<file path="config.mk">
export PLATFORM = sky130hd
export DESIGN_NAME = rp_analog_top
export DESIGN_NICKNAME = d
export VERILOG_FILES = /design/src/design/rp_pkg.sv /design/src/design/sys_bus_decoder.sv /design/src/design/hk_regs.sv /design/src/design/lin_cal.sv /design/src/design/analog_path.sv /design/src/design/ams_pdm.sv /design/src/design/rp_analog_top.sv
export SDC_FILE = /design/constraint.sdc
export NUM_CORES = 2
export LEC_CHECK = 0
export ABC_AREA = 0
export BUFFER_PORTS_ARGS = -buffer_cell sky130_fd_sc_hd__buf_4
export CORE_MARGIN = 2
export CORE_UTILIZATION = 29
export DETAILED_ROUTE_END_ITERATION = 7
export SYNTH_ARGS = -nofsm -noshare
export SYNTH_HDL_FRONTEND = slang
export SYNTH_SLANG_ARGS = --single-unit
</file>
<file path="constraint.sdc">
create_clock -name adc_clk -period 7.6 [get_ports adc_clk]
set_clock_uncertainty 0.05 [all_clocks]
set_input_delay 0 -clock adc_clk [delete_from_list [all_inputs] [get_ports adc_clk]]
set_output_delay 0 -clock adc_clk [all_outputs]
set_load 0.02 [all_outputs]
</file>
<file path="src/design/rp_pkg.sv">
// rp_pkg: shared widths, sample types, bus region map and register offsets
package rp_pkg;

  //////////////////////////////////////////////////////////////////////
  // data path
  //////////////////////////////////////////////////////////////////////

  localparam int unsigned CHN       = 2;   // analog channels
  localparam int unsigned DWS       = 14;  // sample width
  localparam int unsigned DWM       = 16;  // gain width
  localparam int unsigned CAL_SHIFT = 14;  // gain 1.0 == 2**14

  typedef logic signed [DWS-1:0] sample_t;  // two's complement sample
  typedef logic signed [DWM-1:0] gain_t;    // fixed point gain
  typedef logic        [DWS-1:0] raw_t;     // neg-slope pin word

  localparam gain_t GAIN_UNITY = 16'sd16384;

  // PDM outputs
  localparam int unsigned PDM_CHN = 4;
  localparam int unsigned PDM_DWC = 8;
  typedef logic [PDM_DWC-1:0] pdm_lvl_t;

  localparam int unsigned LED_W = 8;

  //////////////////////////////////////////////////////////////////////
  // system bus
  //////////////////////////////////////////////////////////////////////

  localparam int unsigned BUS_AW     = 32;
  localparam int unsigned BUS_DW     = 32;
  localparam int unsigned REGIONS    = 8;
  localparam int unsigned REGION_W   = 3;   // addr[22:20]
  localparam int unsigned REGION_LSB = 20;
  localparam int unsigned REG_HK     = 0;
  localparam int unsigned REG_AMS    = 4;
  // regions with a real slave behind them
  localparam logic [REGIONS-1:0] REGION_LIVE = (8'h01 << REG_HK) | (8'h01 << REG_AMS);

  // housekeeping word offsets
  localparam logic [7:0] HK_LOOP     = 8'h00;
  localparam logic [7:0] HK_LED      = 8'h04;
  localparam logic [7:0] HK_ADC_MUL0 = 8'h10;
  localparam logic [7:0] HK_ADC_MUL1 = 8'h14;
  localparam logic [7:0] HK_ADC_SUM0 = 8'h18;
  localparam logic [7:0] HK_ADC_SUM1 = 8'h1C;
  localparam logic [7:0] HK_DAC_MUL0 = 8'h20;
  localparam logic [7:0] HK_DAC_MUL1 = 8'h24;
  localparam logic [7:0] HK_DAC_SUM0 = 8'h28;
  localparam logic [7:0] HK_DAC_SUM1 = 8'h2C;

  // ams: pdm level n at AMS_PDM0 + 4*n
  localparam logic [7:0] AMS_PDM0 = 8'h00;

endpackage

</file>
<file path="src/design/sys_bus_decoder.sv">
// sys_bus_decoder: splits the system bus into 8 regions, muxes back the responses
`timescale 1ns/1ps

module sys_bus_decoder (
  input  logic [rp_pkg::BUS_AW-1:0]                      sys_addr_i,
  input  logic                                           sys_wen_i,
  input  logic                                           sys_ren_i,
  input  logic [rp_pkg::REGIONS-1:0][rp_pkg::BUS_DW-1:0] reg_rdata_i,
  input  logic [rp_pkg::REGIONS-1:0]                     reg_ack_i,
  input  logic [rp_pkg::REGIONS-1:0]                     reg_err_i,
  output logic [rp_pkg::REGIONS-1:0]                     reg_wen_o,
  output logic [rp_pkg::REGIONS-1:0]                     reg_ren_o,
  output logic [rp_pkg::BUS_DW-1:0]                      sys_rdata_o,
  output logic                                           sys_ack_o,
  output logic                                           sys_err_o
);

  logic [rp_pkg::REGION_W-1:0]                   sel;        // region number
  logic [rp_pkg::REGIONS-1:0]                    cs;         // one-hot select
  logic [rp_pkg::REGIONS-1:0][rp_pkg::BUS_DW-1:0] rdata_all;
  logic [rp_pkg::REGIONS-1:0]                    ack_all;
  logic [rp_pkg::REGIONS-1:0]                    err_all;

  assign sel = sys_addr_i[rp_pkg::REGION_LSB +: rp_pkg::REGION_W];
  assign cs  = rp_pkg::REGIONS'(1) << sel;

  // strobes only reach the addressed region
  assign reg_wen_o = cs & {rp_pkg::REGIONS{sys_wen_i}};
  assign reg_ren_o = cs & {rp_pkg::REGIONS{sys_ren_i}};

  //////////////////////////////////////////////////////////////////////
  // response per region
  //////////////////////////////////////////////////////////////////////

  // empty regions answer in the request cycle, with zero data
  always_comb
  begin
    for (int r = 0; r < rp_pkg::REGIONS; r++)
    begin
      if (rp_pkg::REGION_LIVE[r])
      begin
        rdata_all[r] = reg_rdata_i[r];
        ack_all[r]   = reg_ack_i[r];
        err_all[r]   = reg_err_i[r];
      end
      else
      begin
        rdata_all[r] = '0;
        ack_all[r]   = reg_wen_o[r] | reg_ren_o[r];  // immediate ack
        err_all[r]   = 1'b0;
      end
    end
  end

  assign sys_rdata_o = rdata_all[sel];    // address held until ack
  assign sys_ack_o   = |(cs & ack_all);
  assign sys_err_o   = |(cs & err_all);

endmodule

</file>
<file path="src/design/hk_regs.sv">
// hk_regs: housekeeping registers for loopback, ADC/DAC calibration and LEDs
`timescale 1ns/1ps

module hk_regs (
  input  logic                         adc_clk,
  input  logic                         frstn,
  input  logic [rp_pkg::BUS_AW-1:0]    sys_addr_i,
  input  logic [rp_pkg::BUS_DW-1:0]    sys_wdata_i,
  input  logic                         sys_wen_i,
  input  logic                         sys_ren_i,
  output logic [rp_pkg::BUS_DW-1:0]    sys_rdata_o,
  output logic                         sys_ack_o,
  output logic                         sys_err_o,
  output logic                         digital_loop_o,
  output rp_pkg::gain_t                adc_mul_o [rp_pkg::CHN],
  output rp_pkg::sample_t              adc_sum_o [rp_pkg::CHN],
  output rp_pkg::gain_t                dac_mul_o [rp_pkg::CHN],
  output rp_pkg::sample_t              dac_sum_o [rp_pkg::CHN],
  output logic [rp_pkg::LED_W-1:0]     led_o
);

  logic [rp_pkg::BUS_DW-1:0] rdata_mux;

  //////////////////////////////////////////////////////////////////////
  // register writes
  //////////////////////////////////////////////////////////////////////

  always_ff @(posedge adc_clk or negedge frstn)
  begin
    if (!frstn)
    begin
      digital_loop_o <= 1'b0;
      led_o          <= '0;
      for (int ch = 0; ch < rp_pkg::CHN; ch++)
      begin
        adc_mul_o[ch] <= rp_pkg::GAIN_UNITY;  // unity gain, no offset
        adc_sum_o[ch] <= '0;
        dac_mul_o[ch] <= rp_pkg::GAIN_UNITY;
        dac_sum_o[ch] <= '0;
      end
    end
    else if (sys_wen_i)
    begin
      case (sys_addr_i[7:0])  // word offset inside the region
        rp_pkg::HK_LOOP:     digital_loop_o <= sys_wdata_i[0];
        rp_pkg::HK_LED:      led_o          <= sys_wdata_i[rp_pkg::LED_W-1:0];
        rp_pkg::HK_ADC_MUL0: adc_mul_o[0]   <= sys_wdata_i[rp_pkg::DWM-1:0];
        rp_pkg::HK_ADC_MUL1: adc_mul_o[1]   <= sys_wdata_i[rp_pkg::DWM-1:0];
        rp_pkg::HK_ADC_SUM0: adc_sum_o[0]   <= sys_wdata_i[rp_pkg::DWS-1:0];
        rp_pkg::HK_ADC_SUM1: adc_sum_o[1]   <= sys_wdata_i[rp_pkg::DWS-1:0];
        rp_pkg::HK_DAC_MUL0: dac_mul_o[0]   <= sys_wdata_i[rp_pkg::DWM-1:0];
        rp_pkg::HK_DAC_MUL1: dac_mul_o[1]   <= sys_wdata_i[rp_pkg::DWM-1:0];
        rp_pkg::HK_DAC_SUM0: dac_sum_o[0]   <= sys_wdata_i[rp_pkg::DWS-1:0];
        rp_pkg::HK_DAC_SUM1: dac_sum_o[1]   <= sys_wdata_i[rp_pkg::DWS-1:0];
        default: ;  // unknown offsets ignored
      endcase
    end
  end

  //////////////////////////////////////////////////////////////////////
  // readback, zero extended
  //////////////////////////////////////////////////////////////////////

  always_comb
  begin
    rdata_mux = '0;
    case (sys_addr_i[7:0])
      rp_pkg::HK_LOOP:     rdata_mux[0]                 = digital_loop_o;
      rp_pkg::HK_LED:      rdata_mux[rp_pkg::LED_W-1:0] = led_o;
      rp_pkg::HK_ADC_MUL0: rdata_mux[rp_pkg::DWM-1:0]   = adc_mul_o[0];
      rp_pkg::HK_ADC_MUL1: rdata_mux[rp_pkg::DWM-1:0]   = adc_mul_o[1];
      rp_pkg::HK_ADC_SUM0: rdata_mux[rp_pkg::DWS-1:0]   = adc_sum_o[0];
      rp_pkg::HK_ADC_SUM1: rdata_mux[rp_pkg::DWS-1:0]   = adc_sum_o[1];
      rp_pkg::HK_DAC_MUL0: rdata_mux[rp_pkg::DWM-1:0]   = dac_mul_o[0];
      rp_pkg::HK_DAC_MUL1: rdata_mux[rp_pkg::DWM-1:0]   = dac_mul_o[1];
      rp_pkg::HK_DAC_SUM0: rdata_mux[rp_pkg::DWS-1:0]   = dac_sum_o[0];
      rp_pkg::HK_DAC_SUM1: rdata_mux[rp_pkg::DWS-1:0]   = dac_sum_o[1];
      default: ;                                        // reads as 0
    endcase
  end

  always_ff @(posedge adc_clk)
  begin
    if (sys_ren_i)
      sys_rdata_o <= rdata_mux;  // valid together with ack
  end

  // ack one cycle after any strobe
  always_ff @(posedge adc_clk or negedge frstn)
  begin
    if (!frstn)
      sys_ack_o <= 1'b0;
    else
      sys_ack_o <= sys_wen_i | sys_ren_i;
  end

  assign sys_err_o = 1'b0;

endmodule

</file>
<file path="src/design/lin_cal.sv">
// lin_cal: two-stage gain, offset and saturation for one sample stream
`timescale 1ns/1ps

module lin_cal (
  input  logic            adc_clk,
  input  logic            frstn,
  input  rp_pkg::sample_t dat_i,
  input  rp_pkg::gain_t   mul_i,
  input  rp_pkg::sample_t sum_i,
  output rp_pkg::sample_t dat_o
);

  localparam int unsigned PW = rp_pkg::DWS + rp_pkg::DWM;  // full product

  logic signed [PW-1:0]         mul_q;   // stage 1
  logic signed [rp_pkg::DWM-1:0] scaled;  // product >>> CAL_SHIFT
  logic signed [rp_pkg::DWM:0]   acc;     // one guard bit for the offset
  logic                          ovf;

  // stage 1: multiply
  always_ff @(posedge adc_clk or negedge frstn)
  begin
    if (!frstn)
      mul_q <= '0;
    else
      mul_q <= dat_i * mul_i;
  end

  // drop the fraction, sign kept by the slice
  assign scaled = mul_q[rp_pkg::CAL_SHIFT +: rp_pkg::DWM];
  assign acc    = {scaled[rp_pkg::DWM-1], scaled}
                + {{(rp_pkg::DWM+1-rp_pkg::DWS){sum_i[rp_pkg::DWS-1]}}, sum_i};

  // fits only if every bit above the sample sign matches it
  assign ovf = (acc[rp_pkg::DWM:rp_pkg::DWS-1] != {(rp_pkg::DWM-rp_pkg::DWS+2){acc[rp_pkg::DWM]}});

  // stage 2: offset and saturate
  always_ff @(posedge adc_clk or negedge frstn)
  begin
    if (!frstn)
      dat_o <= '0;
    else if (ovf)
      dat_o <= {acc[rp_pkg::DWM], {(rp_pkg::DWS-1){~acc[rp_pkg::DWM]}}};  // rail
    else
      dat_o <= acc[rp_pkg::DWS-1:0];
  end

endmodule

</file>
<file path="src/design/analog_path.sv">
// analog_path: ADC capture, loopback, DAC mixing, calibration and DAC conversion
`timescale 1ns/1ps

module analog_path (
  input  logic            adc_clk,
  input  logic            frstn,
  input  rp_pkg::raw_t    adc_dat_i      [rp_pkg::CHN],
  input  rp_pkg::sample_t asg_dat_i      [rp_pkg::CHN],
  input  rp_pkg::sample_t pid_dat_i      [rp_pkg::CHN],
  input  logic            digital_loop_i,
  input  rp_pkg::gain_t   adc_mul_i      [rp_pkg::CHN],
  input  rp_pkg::sample_t adc_sum_i      [rp_pkg::CHN],
  input  rp_pkg::gain_t   dac_mul_i      [rp_pkg::CHN],
  input  rp_pkg::sample_t dac_sum_i      [rp_pkg::CHN],
  output rp_pkg::sample_t adc_dat_o      [rp_pkg::CHN],
  output rp_pkg::raw_t    dac_dat_o      [rp_pkg::CHN]
);

  localparam int unsigned W = rp_pkg::DWS;

  for (genvar ch = 0; ch < rp_pkg::CHN; ch++)
  begin : g_ch

    rp_pkg::sample_t adc_cap;    // captured, two's complement
    rp_pkg::sample_t adc_mux;    // pins or loopback
    logic signed [W:0] dac_sum;  // one extra bit for the sum
    rp_pkg::sample_t dac_sat;
    rp_pkg::sample_t dac_cal;
    rp_pkg::sample_t dac_out;    // output register, signed

    ////////////////////////////////////////////////////////////////////
    // ADC side
    ////////////////////////////////////////////////////////////////////

    // neg slope -> two's complement: keep msb, flip the rest
    always_ff @(posedge adc_clk or negedge frstn)
    begin
      if (!frstn)
        adc_cap <= '0;
      else
        adc_cap <= {adc_dat_i[ch][W-1], ~adc_dat_i[ch][W-2:0]};
    end

    assign adc_mux = digital_loop_i ? dac_cal : adc_cap;  // loop skips pins

    lin_cal u_adc_cal (
      .adc_clk (adc_clk),
      .frstn   (frstn),
      .dat_i   (adc_mux),
      .mul_i   (adc_mul_i[ch]),
      .sum_i   (adc_sum_i[ch]),
      .dat_o   (adc_dat_o[ch])
    );

    ////////////////////////////////////////////////////////////////////
    // DAC side
    ////////////////////////////////////////////////////////////////////

    // generator + controller, then clamp
    assign dac_sum = {asg_dat_i[ch][W-1], asg_dat_i[ch]}
                   + {pid_dat_i[ch][W-1], pid_dat_i[ch]};
    assign dac_sat = (dac_sum[W] ^ dac_sum[W-1]) ?
                     {dac_sum[W], {(W-1){~dac_sum[W]}}} : dac_sum[W-1:0];

    lin_cal u_dac_cal (
      .adc_clk (adc_clk),
      .frstn   (frstn),
      .dat_i   (dac_sat),
      .mul_i   (dac_mul_i[ch]),
      .sum_i   (dac_sum_i[ch]),
      .dat_o   (dac_cal)
    );

    always_ff @(posedge adc_clk or negedge frstn)
    begin
      if (!frstn)
        dac_out <= '0;  // pins show 0x1fff
      else
        dac_out <= dac_cal;
    end

    // back to neg slope
    assign dac_dat_o[ch] = {dac_out[W-1], ~dac_out[W-2:0]};

  end

endmodule

</file>
<file path="src/design/ams_pdm.sv">
// ams_pdm: PDM level registers and one first-order modulator per output
`timescale 1ns/1ps

module ams_pdm (
  input  logic                         adc_clk,
  input  logic                         frstn,
  input  logic [rp_pkg::BUS_AW-1:0]    sys_addr_i,
  input  logic [rp_pkg::BUS_DW-1:0]    sys_wdata_i,
  input  logic                         sys_wen_i,
  input  logic                         sys_ren_i,
  output logic [rp_pkg::BUS_DW-1:0]    sys_rdata_o,
  output logic                         sys_ack_o,
  output logic                         sys_err_o,
  output logic [rp_pkg::PDM_CHN-1:0]   pdm_o
);

  rp_pkg::pdm_lvl_t lvl [rp_pkg::PDM_CHN];  // density per output
  rp_pkg::pdm_lvl_t acc [rp_pkg::PDM_CHN];
  logic             hit;                    // offset inside the level block
  logic [1:0]       idx;
  logic [rp_pkg::BUS_DW-1:0] rdata_mux;

  assign hit = (sys_addr_i[7:4] == rp_pkg::AMS_PDM0[7:4]);
  assign idx = sys_addr_i[3:2];

  //////////////////////////////////////////////////////////////////////
  // bus side
  //////////////////////////////////////////////////////////////////////

  always_ff @(posedge adc_clk or negedge frstn)
  begin
    if (!frstn)
    begin
      for (int ch = 0; ch < rp_pkg::PDM_CHN; ch++)
        lvl[ch] <= '0;
      sys_ack_o <= 1'b0;
    end
    else
    begin
      if (sys_wen_i && hit)
        lvl[idx] <= sys_wdata_i[rp_pkg::PDM_DWC-1:0];
      sys_ack_o <= sys_wen_i | sys_ren_i;  // one cycle later
    end
  end

  always_comb
  begin
    rdata_mux = '0;
    if (hit)
      rdata_mux[rp_pkg::PDM_DWC-1:0] = lvl[idx];
  end

  always_ff @(posedge adc_clk)
  begin
    if (sys_ren_i)
      sys_rdata_o <= rdata_mux;
  end

  assign sys_err_o = 1'b0;

  //////////////////////////////////////////////////////////////////////
  // modulators, range fixed at 256
  //////////////////////////////////////////////////////////////////////

  // carry out of an 8-bit accumulator gives level ones per 256 cycles
  always_ff @(posedge adc_clk or negedge frstn)
  begin
    if (!frstn)
    begin
      for (int ch = 0; ch < rp_pkg::PDM_CHN; ch++)
        acc[ch] <= '0;
      pdm_o <= '0;
    end
    else
    begin
      for (int ch = 0; ch < rp_pkg::PDM_CHN; ch++)
        {pdm_o[ch], acc[ch]} <= {1'b0, acc[ch]} + {1'b0, lvl[ch]};
    end
  end

endmodule

</file>
<file path="src/design/rp_analog_top.sv">
// rp_analog_top: analog front end with bus decoder, register blocks and data path
`timescale 1ns/1ps

module rp_analog_top (
  input  logic                          adc_clk,
  input  logic                          frstn,
  input  rp_pkg::raw_t                  adc_dat_i [rp_pkg::CHN],
  input  rp_pkg::sample_t               asg_dat_i [rp_pkg::CHN],  // generator stream
  input  rp_pkg::sample_t               pid_dat_i [rp_pkg::CHN],  // controller stream
  output rp_pkg::sample_t               adc_dat_o [rp_pkg::CHN],
  output rp_pkg::raw_t                  dac_dat_o [rp_pkg::CHN],
  input  logic [rp_pkg::BUS_AW-1:0]     sys_addr_i,
  input  logic [rp_pkg::BUS_DW-1:0]     sys_wdata_i,
  input  logic                          sys_wen_i,
  input  logic                          sys_ren_i,
  output logic [rp_pkg::BUS_DW-1:0]     sys_rdata_o,
  output logic                          sys_err_o,
  output logic                          sys_ack_o,
  output logic [rp_pkg::LED_W-1:0]      led_o,
  output logic [rp_pkg::PDM_CHN-1:0]    pdm_o
);

  logic [rp_pkg::REGIONS-1:0] reg_wen;  // per region strobes
  logic [rp_pkg::REGIONS-1:0] reg_ren;
  logic [rp_pkg::BUS_DW-1:0]  hk_rdata, ams_rdata;
  logic                       hk_ack, ams_ack;
  logic                       hk_err, ams_err;

  // calibration and loopback
  logic            digital_loop;
  rp_pkg::gain_t   adc_mul [rp_pkg::CHN];
  rp_pkg::sample_t adc_sum [rp_pkg::CHN];
  rp_pkg::gain_t   dac_mul [rp_pkg::CHN];
  rp_pkg::sample_t dac_sum [rp_pkg::CHN];

  //////////////////////////////////////////////////////////////////////
  // control and status
  //////////////////////////////////////////////////////////////////////

  // region 0 hk, region 4 ams, the rest are answered by the decoder
  sys_bus_decoder u_dec (
    .sys_addr_i  (sys_addr_i),
    .sys_wen_i   (sys_wen_i),
    .sys_ren_i   (sys_ren_i),
    .reg_rdata_i ({{(3*rp_pkg::BUS_DW){1'b0}}, ams_rdata, {(3*rp_pkg::BUS_DW){1'b0}}, hk_rdata}),
    .reg_ack_i   ({3'b000, ams_ack, 3'b000, hk_ack}),
    .reg_err_i   ({3'b000, ams_err, 3'b000, hk_err}),
    .reg_wen_o   (reg_wen),
    .reg_ren_o   (reg_ren),
    .sys_rdata_o (sys_rdata_o),
    .sys_ack_o   (sys_ack_o),
    .sys_err_o   (sys_err_o)
  );

  hk_regs u_hk (
    .adc_clk        (adc_clk),
    .frstn          (frstn),
    .sys_addr_i     (sys_addr_i),
    .sys_wdata_i    (sys_wdata_i),
    .sys_wen_i      (reg_wen[rp_pkg::REG_HK]),
    .sys_ren_i      (reg_ren[rp_pkg::REG_HK]),
    .sys_rdata_o    (hk_rdata),
    .sys_ack_o      (hk_ack),
    .sys_err_o      (hk_err),
    .digital_loop_o (digital_loop),
    .adc_mul_o      (adc_mul),
    .adc_sum_o      (adc_sum),
    .dac_mul_o      (dac_mul),
    .dac_sum_o      (dac_sum),
    .led_o          (led_o)
  );

  ams_pdm u_ams (
    .adc_clk     (adc_clk),
    .frstn       (frstn),
    .sys_addr_i  (sys_addr_i),
    .sys_wdata_i (sys_wdata_i),
    .sys_wen_i   (reg_wen[rp_pkg::REG_AMS]),
    .sys_ren_i   (reg_ren[rp_pkg::REG_AMS]),
    .sys_rdata_o (ams_rdata),
    .sys_ack_o   (ams_ack),
    .sys_err_o   (ams_err),
    .pdm_o       (pdm_o)
  );

  //////////////////////////////////////////////////////////////////////
  // data path
  //////////////////////////////////////////////////////////////////////

  analog_path u_path (
    .adc_clk        (adc_clk),
    .frstn          (frstn),
    .adc_dat_i      (adc_dat_i),
    .asg_dat_i      (asg_dat_i),
    .pid_dat_i      (pid_dat_i),
    .digital_loop_i (digital_loop),
    .adc_mul_i      (adc_mul),
    .adc_sum_i      (adc_sum),
    .dac_mul_i      (dac_mul),
    .dac_sum_i      (dac_sum),
    .adc_dat_o      (adc_dat_o),
    .dac_dat_o      (dac_dat_o)
  );

endmodule

</file>
==> metrics.yaml <==
drt:
  first_iter_violations: 2231
  avgRoutedWirePerCell_um: 18.26
  drtPass1Iterations: 8
  num_vias: 37820
  viasPerCell: 4.654
  drc_errors: 5
  drt-total-wl_mm: 148.4
  antenna_left: 0
setup_path:
  crit_fanout: 8
  max_stage_delay_ns: 0.54
  slowest_stage: "fa_1"
  cpMostUsedCell: "fa_1"
  arrival_ns: 8.49
  required_ns: 8.05
  end_kind: "register"
  worstSetupStartpointType: "input port"
  worstSetupPathType: "in -> reg"
sta:
  setup_ws_ns: -0.4451
  hold_ws_ns: -0.01021
  finalCriticalPeriod_ns: 8.045
  fin_crit_sh_pct: 105.9
  rsz0062_at_grt: "yes"
  setup_violations: 24
  timing.fmax_mhz: 124.3
  maxSlewViolCount: 0
  slew_headroom_pct: 8.818
  final_hold_viol_count: 2
  tightestPinTransition_ns: 1.361
run_status:
  violations: "DRC, hold timing, setup timing"
  outcome: "finished, violations left"
logic_synthesis:
  yosys-top-cells-area: "fa_1, dfrtp_1, ha_1"
  synth_edf_count: 24
  yosysWarnings: 0
  yosysSeqAreaShare_pct: 19.38
  synth_top_area_share_pct: 33.92
  synth.avg_cell_area_um2: 10.10
  synth_seq_cells: 399
  yosysMostFrequentCell: "inv_1"
  synthDistinctLibCells: 96
  yosys.area.top_type: "fa_1"
  synthArstFlopShare_pct: 93.98
  synthFlopType: "dfrtp_1"
  synthesis.area_um2: 52180
  netlist_instances: 5164
  synth_common_cells: "inv_1, fa_1, nand2_1, ha_1, dfrtp_1"
pwr:
  cellPowerDensity_nw_per_um2: 137.2
  power.leakage_uw: 0.03111
  vdd_drop_max_v: 0.0001483
cts:
  numCtsBuffers: 43
  h-tree-depth: 2
  root_buffer: "clkbuf_16"
  clk_latency_ns: 0.63
  clock_sinks: 399
  cts_tree: "yes"
  clk_pin_slew_ns: 0.06
  clock_path_buffers: 3
floorplan:
  initial_utilization_pct: 29.21
  pin_count: 254
  dieWidth_um: 428.2
  dieHeight_um: 428.2
  core_area_um2: 178600
  die-area_um2: 183300
  rows: 155
finish:
  utilization_pct: 35.27
  fin_nets: 7170
  area_growth_pct: 20.73
  drive_gt1_share_pct: 20.78
  fillers: 17800
grt:
  grt_start_max_net_pins: 138
  grt_pass1_wl_mm: 235.5
  first_global_vias: 41700
  antenna_found_initial: 6
  grt_usage_pct: 16.37
  gr-total-overflow: 0
hold_path:
  min_path_type: "in -> async"
placed_design:
  routabilityCongestion: 0.9169
  numPortBuffers: 199
  post-dp-hpwl_mm: 120.0
  place_ws_ns: -1.223
run:
  drv_cap: 0
-- cell usage in the layout, fill, tap and decap left out, drive strengths merged, types with 47 or more instances in the layout --
cell / n
inv: 1042
fa: 884
buf: 612
nand2: 468
ha: 398
dfrtp: 371
nor2b: 225
and2: 182
mux2: 174
nor2: 155
a21oi: 151
xnor2: 132
a21o: 91
o21ai: 91
dlygate4sd3: 89
clkbuf: 56
mux2i: 55
nand3: 47
nand2b: 47
-- cell type report --
cell class / instances / area, um^2 / share of cell area [%]
inverter: 1037 / 3895 / 6.183
antenna: 3 / 7.507 / 0.01192
clock buffer: 56 / 1216 / 1.931
timing repair buffer: 701 / 5824 / 9.246
clock inverter: 22 / 337.8 / 0.5363
tap: 2355 / 2947 / 4.678
sequential: 399 / 10110 / 16.05
multi-input combinational: 3554 / 38650 / 61.36
-- final timing paths --
check / startpoint / end / slack [ns] / cells after the start
worst max-delay path: asg_dat_i[1] / u_path.g_ch[1].u_dac_cal.mul_q[25]$_DFF_PN0_ / -0.45 / 39
worst min-delay path: frstn / u_ams.pdm_o[2]$_DFF_PN0_ / -0.01 / 2
worst max register to register: u_hk.digital_loop_o$_DFFE_PN0P_ / u_path.g_ch[0].u_adc_cal.mul_q[29]$_DFF_PN0_ / 0.34 / 24
worst min register to register: u_path.g_ch[1].u_dac_cal.dat_o[3]$_DFF_PN0_ / u_path.g_ch[1].dac_out[3]$_DFF_PN0_ / 0.32 / 0
max in group asynchronous: frstn / u_path.g_ch[0].dac_out[1]$_DFF_PN0_ / 5.95 / 3
min in group adc_clk: adc_dat_i[5] / u_path.g_ch[1].adc_cap[5]$_DFF_PN0_ / 0.03 / 3
-- routing by layer --
metal	global-route usage, %	vias up	part of all wire [%]
met3	1.845	256	4.7
met2	28.54	954	49
li1	-	17180	-
met1	20.28	19430	41
met5	0	-	0.018
met4	7.400	4	5.2
-- state kept, by name, summed over array words and instances (netlist names) --
| name | flops |
|---|---|
| u_hk.adc_sum_o | 28 |
| u_path.g_ch.adc_cap | 28 |
| u_ams.sys_rdata_o | 8 |
| u_path.g_ch.u_adc_cal.mul_q | 32 |
| u_ams.sys_ack_o | 1 |
| u_hk.dac_sum_o | 28 |
| u_hk.sys_ack_o | 1 |
| u_hk.digital_loop_o | 1 |
| u_ams.lvl | 32 |
| u_hk.adc_mul_o | 32 |
| u_hk.dac_mul_o | 32 |
| u_path.g_ch.u_dac_cal.mul_q | 32 |
| u_path.g_ch.u_adc_cal.dat_o | 28 |
| u_hk.sys_rdata_o | 16 |
| u_path.g_ch.u_dac_cal.dat_o | 28 |
| u_ams.acc | 32 |
| u_hk.led_o | 8 |
| u_ams.pdm_o | 4 |
| u_path.g_ch.dac_out | 28 |
-- power by group --
group	total (uW)	internal [uW]	switching [uW]
clock	2330	1350	980
sequential	2710	2480	235
combinational	3600	1600	2000
total	8640	5430	3210
-- worst max-delay path, delay by kind of cell --
family,cells,cell delay [ns]
AO/OA/AOI/OAI,15,2.95
adder cells (fa/ha/maj),9,3.91
buffers and inverters,8,0.89
XOR/XNOR,2,0.27
AND/OR/NAND/NOR,5,0.46
-- cells by family (layout without fill, tap and decap cells) --
| kind of cell | after synthesis | after routing | share of synthesized area, % |
|---|---|---|---|
| compound gates | 539 | 542 | 7.417 |
| xor+xnor | 178 | 178 | 3.002 |
| flops | 399 | 399 | 19.38 |
| fa+ha+maj | 1282 | 1282 | 43.46 |
| simple gates | 1298 | 1298 | 12.48 |
| mux | 237 | 237 | 5.177 |
| other cells | 1 | 20 | 0.007187 |
| buf+inv | 1230 | 1816 | 9.079 |
-- repair_timing --
| action | 4_1_cts | 5_1_grt |
|---|---|---|
| endpoints found under the hold margin | 318 | 0 |
| endpoints found under the setup margin | 30 | 31 |
| pin swaps | 84 | 117 |
| hold buffers | 89 | 0 |
| gates resized for setup | 112 | 118 |
| setup buffers | 40 | 22 |
| gates cloned | 4 | 0 |
-- through the flow --
| step | hold WS [ns] | instance area, um^2 | TNS (ns) | power, uW | cells |
|---|---|---|---|---|---|
| after floorplan | -0.3456 | 52820 | -8.247 | 4648 | 5180 |
| after global placement | 0.06118 | 59100 | -27.36 | 5954 | 7898 |
| after detailed placement | 0.06261 | 59100 | -31.13 | 6023 | 7898 |
| after CTS | 0.003622 | 62350 | -2.711 | 8647 | 8106 |
| after global routing | 0.02423 | 62990 | -15.35 | 9170 | 8125 |
| final | -0.01021 | 62990 | -5.616 | 8644 | 8127 |
Note: power is estimated with default switching activity, not from simulation.
